<file path="src/eth_rx_cfg.svh">
`ifndef ETH_RX_CFG_SVH
`define ETH_RX_CFG_SVH

// MAC header bytes following the SFD (destination, source, ethertype)
`define ETH_HEADER_BYTES 14

// seven 55h bytes then D5h, first byte at the bottom of the window
`define ETH_PREAMBLE_SFD 64'hD555555555555555

// CRC-32 register after a good frame plus its FCS has passed through
`define ETH_FCS_RESIDUE 32'hDEBB20E3

// packet FIFO geometry
`define ETH_RX_FIFO_DEPTH 64
`define ETH_RX_FIFO_AW 6

`define ETH_COUNT_WIDTH 16

`endif

</file>
<file path="src/eth_types_pkg.sv">
package eth_types_pkg;

    // #########################################################################
    // frame format
    // #########################################################################

    // one GMII or stream byte
    typedef logic [7:0] byte_t;

    // first byte on the wire sits in the top bits
    typedef logic [47:0] mac_addr_t;

    // reflected CRC-32 register
    typedef logic [31:0] crc_t;

endpackage

</file>
<file path="src/eth_rx_ctrl_pkg.sv">
`include "eth_rx_cfg.svh"

package eth_rx_ctrl_pkg;

    typedef enum logic [1:0] {
        IDLE,
        PREAMBLE_SFD,
        HEADER,
        PAYLOAD
    } parser_state_t;

    // extra top bit tells full from empty
    typedef logic [`ETH_RX_FIFO_AW:0] fifo_ptr_t;

    typedef logic [`ETH_COUNT_WIDTH-1:0] count_t;

endpackage

</file>
<file path="src/eth_frame_parser.sv">
`timescale 1ns/100ps

`include "eth_rx_cfg.svh"

module eth_frame_parser (
    input  logic                     clk_i,
    input  logic                     rst_i,
    input  eth_types_pkg::byte_t     rx_d_i,
    input  logic                     rx_dv_i,
    input  eth_types_pkg::mac_addr_t station_mac_i,
    input  logic                     promisc_i,
    output eth_types_pkg::byte_t     pb_data_o,
    output logic                     pb_valid_o,
    output logic                     pb_last_o,
    output logic                     pb_payload_o,
    output logic                     pb_match_o
);

    localparam int HDR_CW = $clog2(`ETH_HEADER_BYTES);

    eth_types_pkg::byte_t [2:0]     rxd_z;
    logic [2:0]                     rxdv_z;
    logic                           frame_start;
    logic                           frame_end;

    eth_rx_ctrl_pkg::parser_state_t state_q;
    logic [63:0]                    window_q;
    logic [63:0]                    window_nxt;
    logic [HDR_CW-1:0]              hdr_cnt;
    eth_types_pkg::mac_addr_t       dest_q;

    // #########################################################################
    // input delay line
    // #########################################################################

    always_ff @(posedge clk_i) begin
        if (rst_i) begin
            rxdv_z <= '0;
        end else begin
            rxdv_z <= {rxdv_z[1:0], rx_dv_i};
        end
    end

    always_ff @(posedge clk_i) begin
        rxd_z <= {rxd_z[1:0], rx_d_i};
    end

    // start seen one stage early so the FSM is ready for the first byte
    assign frame_start = rxdv_z[1] & ~rxdv_z[2];
    // byte in stage 2 is the final one of the frame
    assign frame_end   = rxdv_z[2] & ~rxdv_z[1];

    assign window_nxt = {rxd_z[2], window_q[63:8]};

    // #########################################################################
    // frame FSM
    // #########################################################################

    always_ff @(posedge clk_i) begin
        if (rst_i) begin
            state_q    <= eth_rx_ctrl_pkg::IDLE;
            hdr_cnt    <= '0;
            pb_valid_o <= 1'b0;
            pb_last_o  <= 1'b0;
            pb_match_o <= 1'b0;
        end else begin
            pb_valid_o <= 1'b0;
            pb_last_o  <= 1'b0;
            case (state_q)
                eth_rx_ctrl_pkg::IDLE: begin
                    pb_match_o <= 1'b0;
                    if (frame_start) begin
                        state_q <= eth_rx_ctrl_pkg::PREAMBLE_SFD;
                    end
                end
                eth_rx_ctrl_pkg::PREAMBLE_SFD: begin
                    hdr_cnt <= '0;
                    if (frame_end) begin
                        state_q <= eth_rx_ctrl_pkg::IDLE;
                    end else if (window_nxt == `ETH_PREAMBLE_SFD) begin
                        state_q <= eth_rx_ctrl_pkg::HEADER;
                    end
                end
                eth_rx_ctrl_pkg::HEADER: begin
                    pb_valid_o <= 1'b1;
                    pb_last_o  <= frame_end;
                    hdr_cnt    <= hdr_cnt + 1'b1;
                    // destination is complete once byte 5 is in
                    if (hdr_cnt == HDR_CW'(6)) begin
                        pb_match_o <= promisc_i | (dest_q == station_mac_i);
                    end
                    if (frame_end) begin
                        state_q <= eth_rx_ctrl_pkg::IDLE;
                    end else if (hdr_cnt == HDR_CW'(`ETH_HEADER_BYTES - 1)) begin
                        state_q <= eth_rx_ctrl_pkg::PAYLOAD;
                    end
                end
                default: begin
                    pb_valid_o <= 1'b1;
                    pb_last_o  <= frame_end;
                    if (frame_end) begin
                        state_q <= eth_rx_ctrl_pkg::IDLE;
                    end
                end
            endcase
        end
    end

    always_ff @(posedge clk_i) begin
        pb_data_o    <= rxd_z[2];
        pb_payload_o <= (state_q == eth_rx_ctrl_pkg::PAYLOAD);
        window_q     <= (state_q == eth_rx_ctrl_pkg::PREAMBLE_SFD) ? window_nxt : '0;
        if (state_q == eth_rx_ctrl_pkg::HEADER && hdr_cnt < HDR_CW'(6)) begin
            dest_q <= {dest_q[39:0], rxd_z[2]};
        end
    end

endmodule

</file>
<file path="src/eth_fcs_checker.sv">
`timescale 1ns/100ps

`include "eth_rx_cfg.svh"

module eth_fcs_checker (
    input  logic                 clk_i,
    input  logic                 rst_i,
    input  eth_types_pkg::byte_t pb_data_i,
    input  logic                 pb_valid_i,
    input  logic                 pb_last_i,
    input  logic                 pb_payload_i,
    input  logic                 pb_match_i,
    output eth_types_pkg::byte_t cb_data_o,
    output logic                 cb_valid_o,
    output logic                 cb_last_o,
    output logic                 cb_payload_o,
    output logic                 cb_match_o,
    output logic                 cb_fcs_ok_o
);

    localparam eth_types_pkg::crc_t CRC_POLY = 32'hEDB88320;

    eth_types_pkg::crc_t       crc_q;
    eth_types_pkg::crc_t       crc_upd;
    eth_types_pkg::byte_t [3:0] dl_data;
    logic [3:0]                dl_payload;
    logic [3:0]                dl_match;
    logic [3:0]                dl_vld;

    // reflected CRC-32, one byte LSB first
    function automatic eth_types_pkg::crc_t crc_byte(input eth_types_pkg::crc_t crc,
                                                     input eth_types_pkg::byte_t data);
        eth_types_pkg::crc_t r;
        r = crc ^ {24'h0, data};
        for (int i = 0; i < 8; i++) begin
            r = r[0] ? ((r >> 1) ^ CRC_POLY) : (r >> 1);
        end
        return r;
    endfunction

    assign crc_upd = crc_byte(crc_q, pb_data_i);

    // #########################################################################
    // CRC and delay line control
    // #########################################################################

    always_ff @(posedge clk_i) begin
        if (rst_i) begin
            crc_q       <= '1;
            dl_vld      <= '0;
            cb_valid_o  <= 1'b0;
            cb_last_o   <= 1'b0;
            cb_fcs_ok_o <= 1'b0;
        end else begin
            cb_valid_o  <= 1'b0;
            cb_last_o   <= 1'b0;
            cb_fcs_ok_o <= 1'b0;
            if (pb_valid_i) begin
                // register goes back to all ones for the next frame
                crc_q <= pb_last_i ? '1 : crc_upd;
                if (pb_last_i) begin
                    cb_valid_o  <= 1'b1;
                    cb_last_o   <= 1'b1;
                    cb_fcs_ok_o <= (crc_upd == `ETH_FCS_RESIDUE);
                    dl_vld      <= '0;
                end else begin
                    cb_valid_o <= dl_vld[3];
                    dl_vld     <= {dl_vld[2:0], 1'b1};
                end
            end
        end
    end

    // oldest entry leaves once four newer bytes are in, so the FCS never does
    always_ff @(posedge clk_i) begin
        if (pb_valid_i) begin
            dl_data      <= {dl_data[2:0], pb_data_i};
            dl_payload   <= {dl_payload[2:0], pb_payload_i};
            dl_match     <= {dl_match[2:0], pb_match_i};
            cb_data_o    <= dl_data[3];
            cb_payload_o <= dl_vld[3] & dl_payload[3];
            cb_match_o   <= dl_vld[3] ? dl_match[3] : pb_match_i;
        end
    end

endmodule

</file>
<file path="src/eth_rx_fifo.sv">
`timescale 1ns/100ps

`include "eth_rx_cfg.svh"

module eth_rx_fifo (
    input  logic                    clk_i,
    input  logic                    rst_i,
    input  eth_types_pkg::byte_t    cb_data_i,
    input  logic                    cb_valid_i,
    input  logic                    cb_last_i,
    input  logic                    cb_payload_i,
    input  logic                    cb_match_i,
    input  logic                    cb_fcs_ok_i,
    output eth_types_pkg::byte_t    out_data_o,
    output logic                    out_valid_o,
    output logic                    out_last_o,
    input  logic                    out_ready_i,
    output eth_rx_ctrl_pkg::count_t rx_good_count_o,
    output eth_rx_ctrl_pkg::count_t rx_bad_count_o,
    output eth_rx_ctrl_pkg::count_t rx_overflow_count_o
);

    localparam int AW = `ETH_RX_FIFO_AW;

    eth_types_pkg::byte_t       mem_data [`ETH_RX_FIFO_DEPTH];
    logic                       mem_last [`ETH_RX_FIFO_DEPTH];

    eth_rx_ctrl_pkg::fifo_ptr_t wr_ptr;
    eth_rx_ctrl_pkg::fifo_ptr_t cm_ptr;
    eth_rx_ctrl_pkg::fifo_ptr_t rd_ptr;
    logic                       ovf_q;
    logic                       accept;
    logic                       full;
    logic                       wr_en;
    logic                       ovf_now;
    logic                       frame_good;
    logic                       load;

    // payload byte of a frame addressed to us
    assign accept     = cb_valid_i & cb_payload_i & cb_match_i;
    assign full       = (wr_ptr[AW] != rd_ptr[AW]) && (wr_ptr[AW-1:0] == rd_ptr[AW-1:0]);
    assign wr_en      = accept & ~ovf_q & ~full;
    assign ovf_now    = ovf_q | (accept & full);
    assign frame_good = cb_payload_i & cb_fcs_ok_i & ~ovf_now;
    // read side only sees committed frames
    assign load       = (cm_ptr != rd_ptr) & (~out_valid_o | out_ready_i);

    // #########################################################################
    // write side, commit and rollback
    // #########################################################################

    always_ff @(posedge clk_i) begin
        if (wr_en) begin
            mem_data[wr_ptr[AW-1:0]] <= cb_data_i;
            mem_last[wr_ptr[AW-1:0]] <= cb_last_i;
        end
    end

    always_ff @(posedge clk_i) begin
        if (rst_i) begin
            wr_ptr              <= '0;
            cm_ptr              <= '0;
            ovf_q               <= 1'b0;
            rx_good_count_o     <= '0;
            rx_bad_count_o      <= '0;
            rx_overflow_count_o <= '0;
        end else begin
            if (wr_en) begin
                wr_ptr <= wr_ptr + 1'b1;
            end
            if (accept & full) begin
                ovf_q <= 1'b1;
            end
            if (cb_valid_i & cb_last_i) begin
                ovf_q <= 1'b0;
                if (cb_match_i) begin
                    if (frame_good) begin
                        cm_ptr          <= wr_ptr + 1'b1;
                        rx_good_count_o <= rx_good_count_o + 1'b1;
                    end else begin
                        // drop everything since the last commit
                        wr_ptr <= cm_ptr;
                        if (ovf_now) begin
                            rx_overflow_count_o <= rx_overflow_count_o + 1'b1;
                        end else begin
                            rx_bad_count_o <= rx_bad_count_o + 1'b1;
                        end
                    end
                end
            end
        end
    end

    // #########################################################################
    // read side
    // #########################################################################

    always_ff @(posedge clk_i) begin
        if (rst_i) begin
            rd_ptr      <= '0;
            out_valid_o <= 1'b0;
            out_last_o  <= 1'b0;
        end else if (load) begin
            rd_ptr      <= rd_ptr + 1'b1;
            out_valid_o <= 1'b1;
            out_last_o  <= mem_last[rd_ptr[AW-1:0]];
        end else if (out_ready_i) begin
            out_valid_o <= 1'b0;
        end
    end

    always_ff @(posedge clk_i) begin
        if (load) begin
            out_data_o <= mem_data[rd_ptr[AW-1:0]];
        end
    end

endmodule

</file>
<file path="src/eth_rx_top.sv">
`timescale 1ns/100ps

module eth_rx_top (
    input  logic                     clk_i,
    input  logic                     rst_i,
    input  eth_types_pkg::byte_t     rx_d_i,
    input  logic                     rx_dv_i,
    input  eth_types_pkg::mac_addr_t station_mac_i,
    input  logic                     promisc_i,
    output eth_types_pkg::byte_t     out_data_o,
    output logic                     out_valid_o,
    output logic                     out_last_o,
    input  logic                     out_ready_i,
    output eth_rx_ctrl_pkg::count_t  rx_good_count_o,
    output eth_rx_ctrl_pkg::count_t  rx_bad_count_o,
    output eth_rx_ctrl_pkg::count_t  rx_overflow_count_o
);

    // parser to checker
    eth_types_pkg::byte_t pb_data;
    logic                 pb_valid;
    logic                 pb_last;
    logic                 pb_payload;
    logic                 pb_match;

    // checker to FIFO
    eth_types_pkg::byte_t cb_data;
    logic                 cb_valid;
    logic                 cb_last;
    logic                 cb_payload;
    logic                 cb_match;
    logic                 cb_fcs_ok;

    eth_frame_parser eth_frame_parser_inst (
        .clk_i         (clk_i),
        .rst_i         (rst_i),
        .rx_d_i        (rx_d_i),
        .rx_dv_i       (rx_dv_i),
        .station_mac_i (station_mac_i),
        .promisc_i     (promisc_i),
        .pb_data_o     (pb_data),
        .pb_valid_o    (pb_valid),
        .pb_last_o     (pb_last),
        .pb_payload_o  (pb_payload),
        .pb_match_o    (pb_match)
    );

    eth_fcs_checker eth_fcs_checker_inst (
        .clk_i        (clk_i),
        .rst_i        (rst_i),
        .pb_data_i    (pb_data),
        .pb_valid_i   (pb_valid),
        .pb_last_i    (pb_last),
        .pb_payload_i (pb_payload),
        .pb_match_i   (pb_match),
        .cb_data_o    (cb_data),
        .cb_valid_o   (cb_valid),
        .cb_last_o    (cb_last),
        .cb_payload_o (cb_payload),
        .cb_match_o   (cb_match),
        .cb_fcs_ok_o  (cb_fcs_ok)
    );

    eth_rx_fifo eth_rx_fifo_inst (
        .clk_i               (clk_i),
        .rst_i               (rst_i),
        .cb_data_i           (cb_data),
        .cb_valid_i          (cb_valid),
        .cb_last_i           (cb_last),
        .cb_payload_i        (cb_payload),
        .cb_match_i          (cb_match),
        .cb_fcs_ok_i         (cb_fcs_ok),
        .out_data_o          (out_data_o),
        .out_valid_o         (out_valid_o),
        .out_last_o          (out_last_o),
        .out_ready_i         (out_ready_i),
        .rx_good_count_o     (rx_good_count_o),
        .rx_bad_count_o      (rx_bad_count_o),
        .rx_overflow_count_o (rx_overflow_count_o)
    );

endmodule

</file>
<file path="config.mk">
export PLATFORM = sky130hd
export DESIGN_NAME = eth_rx_top
export DESIGN_NICKNAME = d
export VERILOG_FILES = /design/src/eth_types_pkg.sv /design/src/eth_rx_ctrl_pkg.sv /design/src/eth_frame_parser.sv /design/src/eth_fcs_checker.sv /design/src/eth_rx_fifo.sv /design/src/eth_rx_top.sv
export VERILOG_INCLUDE_DIRS = /design/src
export SDC_FILE = /design/constraint.sdc
export NUM_CORES = 1
export LEC_CHECK = 0
export ABC_AREA = 1
export BUFFER_PORTS_ARGS = -buffer_cell sky130_fd_sc_hd__clkbuf_2
export CAP_MARGIN = 5
export CORE_MARGIN = 3
export CORE_UTILIZATION = 55
export DETAILED_ROUTE_END_ITERATION = 8
export PLACE_DENSITY_LB_ADDON = 0.08
export SLEW_MARGIN = 20
export SYNTH_ARGS = -nofsm -noshare
export SYNTH_HDL_FRONTEND = slang
export SYNTH_SLANG_ARGS = --single-unit
</file>
<file path="constraint.sdc">
create_clock -name clk_i -period 3.94 [get_ports clk_i]
set_clock_uncertainty 0.2 [all_clocks]
set_input_delay 0.197 -clock clk_i [delete_from_list [all_inputs] [get_ports clk_i]]
set_output_delay 0.197 -clock clk_i [all_outputs]
set_load 0.1 [all_outputs]
</file>
==> results_tabular.tex <==
\begin{tabular}{lr}
\hline
Metric & Value \\
\hline
\multicolumn{2}{l}{\textbf{Synth}} \\
Largest area contributor in the synthesized netlist & sky130\_fd\_sc\_hd\_\_edfxtp\_1 \\
Main flop type after synthesis & sky130\_fd\_sc\_hd\_\_edfxtp\_1 \\
Share of the synthesized area in the top cell type & 56.3\% \\
Fraction of the yosys area taken by sequential cells & 68.0\% \\
Total number of yosys warnings & 0 \\
Post-Syn Nets & 3444 \\
Mean cell area of the mapped netlist & 10.8 sq um \\
Number of distinct library cells after synthesis & 42 \\
Gate count of the mapped netlist & 3370 \\
Synth area leaders & sky130\_fd\_sc\_hd\_\_edfxtp\_1 56\%, sky130\_fd\_sc\_hd\_\_dfxtp\_1 12\%, sky130\_fd\_sc\_hd\_\_nand2\_1 6.3\%, sky130\_fd\_sc\_hd\_\_nor2\_1 5.0\%, sky130\_fd\_sc\_hd\_\_o21ai\_0 4.5\% \\
FF+latch count, synth & 894 \\
Number of synthesized flops with an enable pin & 682 \\
Async set-or-reset flop fraction in the synthesized netlist & 0\% \\
Area of the mapped netlist & 36400 sq um \\
\multicolumn{2}{l}{\textbf{Drt}} \\
Routed WL per cell & 20.7 microns \\
Drt first pass iters & 5 \\
Routed Wire Length & 92500 microns \\
ANT nets after route & 0 \\
Number of remaining DRC errors & 0 \\
Vias per Instance & 5.71 \\
Via count & 25500 \\
Count of routing violations after the opening detailed-route iteration & 2371 \\
\multicolumn{2}{l}{\textbf{Layout}} \\
Share of final-layout standard cells stronger than drive strength 1 & 11.2\% \\
Leading cell type in the layout, fill and taps excluded & sky130\_fd\_sc\_hd\_\_edfxtp\_1 \\
Area taken by flip-flops and latches & 24700 sq um \\
Signed area change from the synthesized netlist to the final layout & 14.5\% \\
Fill cells & 5050 \\
Number of nets in the layout & 3610 \\
Post-layout instance count excluding filler cells & 4471 \\
Combined area of the multi-input logic cells & 10200 sq um \\
Final cell utilization of the core & 64.1\% \\
Fin area & 41600 sq um \\
Leading cell types in the layout, fill and taps excluded & 682 x sky130\_fd\_sc\_hd\_\_edfxtp\_1, 606 x sky130\_fd\_sc\_hd\_\_nand2\_1, 486 x sky130\_fd\_sc\_hd\_\_nor2\_1 \\
\multicolumn{2}{l}{\textbf{GRT}} \\
Largest net degree at the start of global routing & 194 \\
Via count of the first global-routing pass & 24900 \\
GRT Resource Usage Total & 26.4\% \\
Leftover overflow at the end of global routing & 0 \\
Number of antenna violations at the first check in global routing & 0 \\
Global-route wire length before repair & 142000 microns \\
\multicolumn{2}{l}{\textbf{STA}} \\
Slew Limit Headroom & 30.1\% \\
Final worst setup slack & 0.781 ns \\
Actual transition at the worst max-transition pin & 1.05 ns \\
Endpoints failing hold & 1 \\
Max-slew violation count & 0 \\
Shortest clock period the worst path allows after layout & 3.16 ns \\
Setup violations, final & 0 \\
Sum of negative setup slack & 0 ns \\
Post-route clock period utilization & 80.2\% \\
RSZ-0062 raised after global routing & false \\
Fmax achieved & 0.317 GHz \\
Worst Hold Slack & -0.00182 ns \\
\multicolumn{2}{l}{\textbf{Place}} \\
Pre-CTS setup slack & 0.795 ns \\
Placed Instance Area & 38100 sq um \\
Input/output buffers & 118 \\
Routability congestion estimate & 0.928 \\
Placed wire-length estimate & 57600 microns \\
Number of instances in the placed design & 4277 \\
\multicolumn{2}{l}{\textbf{Die}} \\
Width of the die & 263 microns \\
Standard cell core area & 64900 sq um \\
Initial core utilization & 56.0\% \\
Cell Rows & 93 \\
Full die area & 69200 sq um \\
Die boundary height & 263 microns \\
I/O Pins & 119 \\
\multicolumn{2}{l}{\textbf{Setup path}} \\
Data required time of the critical path & 4.09 ns \\
Number of buffers and inverters on the critical path & 4 \\
Family with the most delay on the worst path & simple AND/OR/NAND/NOR gates \\
Critical Setup Path Class & register to register \\
Longest individual stage delay on the worst path & 0.60 ns \\
Endpoint class of the critical path & register \\
Worst-path fanout max & 11 \\
Critical-path cell with the highest stage delay & sky130\_fd\_sc\_hd\_\_dfxtp\_1 \\
Arrival time at the worst endpoint & 3.31 ns \\
Category of the worst setup path launch point & register \\
Critical-path cell list & inv\_1, buf\_4, nand2\_1, a21oi\_2, nand2\_2, nand2\_4, inv\_1, nand4\_1, nor2\_1, buf\_4 \\
\multicolumn{2}{l}{\textbf{Run}} \\
Count of maximum capacitance violations & 0 \\
\multicolumn{2}{l}{\textbf{CTS}} \\
Post-cts repair resize count & 0 \\
Maximum count of clock buffers along a single path & 3 \\
Buffer cell driving the clock tree root & sky130\_fd\_sc\_hd\_\_clkbuf\_16 \\
Clock Latency Late Sink & 0.65 ns \\
TritonCTS clock tree & yes \\
Deepest level of the CTS H-tree & 3 \\
Clock-pin slew on the worst setup and hold paths & 0.06 ns \\
Post-CTS Setup Inserts & 0 \\
CTS Buf Count & 91 \\
Clk sinks & 894 \\
\multicolumn{2}{l}{\textbf{Run status}} \\
Violations in the final reports & hold timing \\
Result of the run & complete, but fails checks \\
\multicolumn{2}{l}{\textbf{Power and ir drop}} \\
Power density of the placed cells & 631 nW/um\^{}2 \\
Post-layout power & 26.3 mW \\
Worst ir drop on vdd & 0.486 mV \\
Leakage & 15.4 nW \\
\multicolumn{2}{l}{\textbf{Worst hold path}} \\
Worst Hold Class & primary input to register \\
\hline
\end{tabular}
==> final cells by class <==
| type | count | area share [%] |
|---|---|---|
| Sequential cell | 894 | 59.4 |
| Multi-Input combinational cell | 2111 | 24.5 |
| Clock buffer | 118 | 6.10 |
| Timing Repair Buffer | 241 | 3.89 |
| Tap cell | 855 | 2.57 |
| Inverter | 197 | 1.79 |
| Clock inverter | 54 | 1.75 |
| Antenna cell | 1 | 0.00601 |
==> state kept, by name, summed over array words and instances, names as in the netlist, 16 cells and up <==
signal	flops
eth_frame_parser_inst.rxd_z	24
eth_rx_fifo_inst.rx_good_count_o	16
eth_fcs_checker_inst.crc_q	32
eth_rx_fifo_inst.mem_data	512
eth_rx_fifo_inst.mem_last	64
eth_rx_fifo_inst.rx_bad_count_o	16
eth_frame_parser_inst.dest_q	48
eth_rx_fifo_inst.rx_overflow_count_o	16
eth_frame_parser_inst.window_q	56
eth_fcs_checker_inst.dl_data	32
==> tightest hold or removal path: cells and delay by family <==
family / cells / cell delay, ns
AOI/OAI and AO/OA: 1 / 0.10
buffers and inverters: 1 / 0.08
xor gates and xnor gates: 1 / 0.06
and+or+nand+nor: 3 / 0.34
==> power by group <==
group	switching, mW	internal [mW]	leakage (nW)
Sequential	0.328	10.8	7.90
Clock	3.64	5.52	1.57
Combinational	4.43	1.51	5.94
==> kinds of logic after synthesis <==
group	synth area share [%]
XOR/XNOR	2.55
adder cells (fa/ha/maj)	0.447
flip-flops	68.0
AND/OR/NAND/NOR	15.8
buffers and inverters	4.04
multiplexers	0.0310
AO/OA/AOI/OAI	9.17
==> per-layer routing <==
metal  routed length (microns)  global-route usage (%)  part of all wire [%]  vias to the layer above
met4                      3880                    11.0                   4.2                        0
li1                          -                       -                     -                    12100
met3                      5670                    3.79                   6.1                      212
met5                         0                       0                     0                        -
met2                     45600                    44.7                    49                      859
met1                     37400                    34.3                    40                    12400
==> worst paths after layout <==
path	slack, ns	cells after the start	startpoint	to
hold reg to reg	0.13	0	eth_frame_parser_inst.rxd_z[15]$_DFF_P_	eth_frame_parser_inst.rxd_z[23]$_DFF_P_
setup reg to reg	0.78	10	eth_rx_fifo_inst.rd_ptr[5]$_SDFFE_PP0P_	eth_rx_fifo_inst.mem_data[41][5]$_DFFE_PP_
setup / recovery	0.78	10	eth_rx_fifo_inst.rd_ptr[5]$_SDFFE_PP0P_	eth_rx_fifo_inst.mem_data[41][5]$_DFFE_PP_
hold / removal	-0.002	6	station_mac_i[40]	eth_frame_parser_inst.pb_match_o$_SDFFE_PP0P_
==> what timing repair did <==
action	in CTS	in global routing
endpoints found under the setup margin	0	0
hold buffers	21	0
endpoints found under the hold margin	38	0
==> Yosys cell counts, types with 2 or more instances <==
library cell                 n
sky130_fd_sc_hd__buf_6       2
sky130_fd_sc_hd__nor2_1    488
sky130_fd_sc_hd__or2_2       2
sky130_fd_sc_hd__a31oi_1     2
sky130_fd_sc_hd__clkbuf_1  105
sky130_fd_sc_hd__nand4_1    41
sky130_fd_sc_hd__dfxtp_1   212
sky130_fd_sc_hd__nand2_1   606
sky130_fd_sc_hd__nand2_2     7
sky130_fd_sc_hd__o22ai_1   100
sky130_fd_sc_hd__nand3b_1    2
sky130_fd_sc_hd__o211ai_1   42
sky130_fd_sc_hd__o221ai_1   29
sky130_fd_sc_hd__nand2_4     3
sky130_fd_sc_hd__xnor2_1    46
sky130_fd_sc_hd__nor4_1      6
sky130_fd_sc_hd__xor2_1     60
sky130_fd_sc_hd__o21ai_0   327
sky130_fd_sc_hd__nand3_1   194
sky130_fd_sc_hd__a21oi_1    93
sky130_fd_sc_hd__inv_2       2
sky130_fd_sc_hd__buf_2      49
sky130_fd_sc_hd__ha_1       13
sky130_fd_sc_hd__clkinv_1    3
sky130_fd_sc_hd__nor3_1     37
sky130_fd_sc_hd__nor3b_1     2
sky130_fd_sc_hd__edfxtp_1  682
sky130_fd_sc_hd__buf_4       6
sky130_fd_sc_hd__buf_1       6
sky130_fd_sc_hd__inv_1     191
No activity file was read; power rests on OpenSTA's default activity.
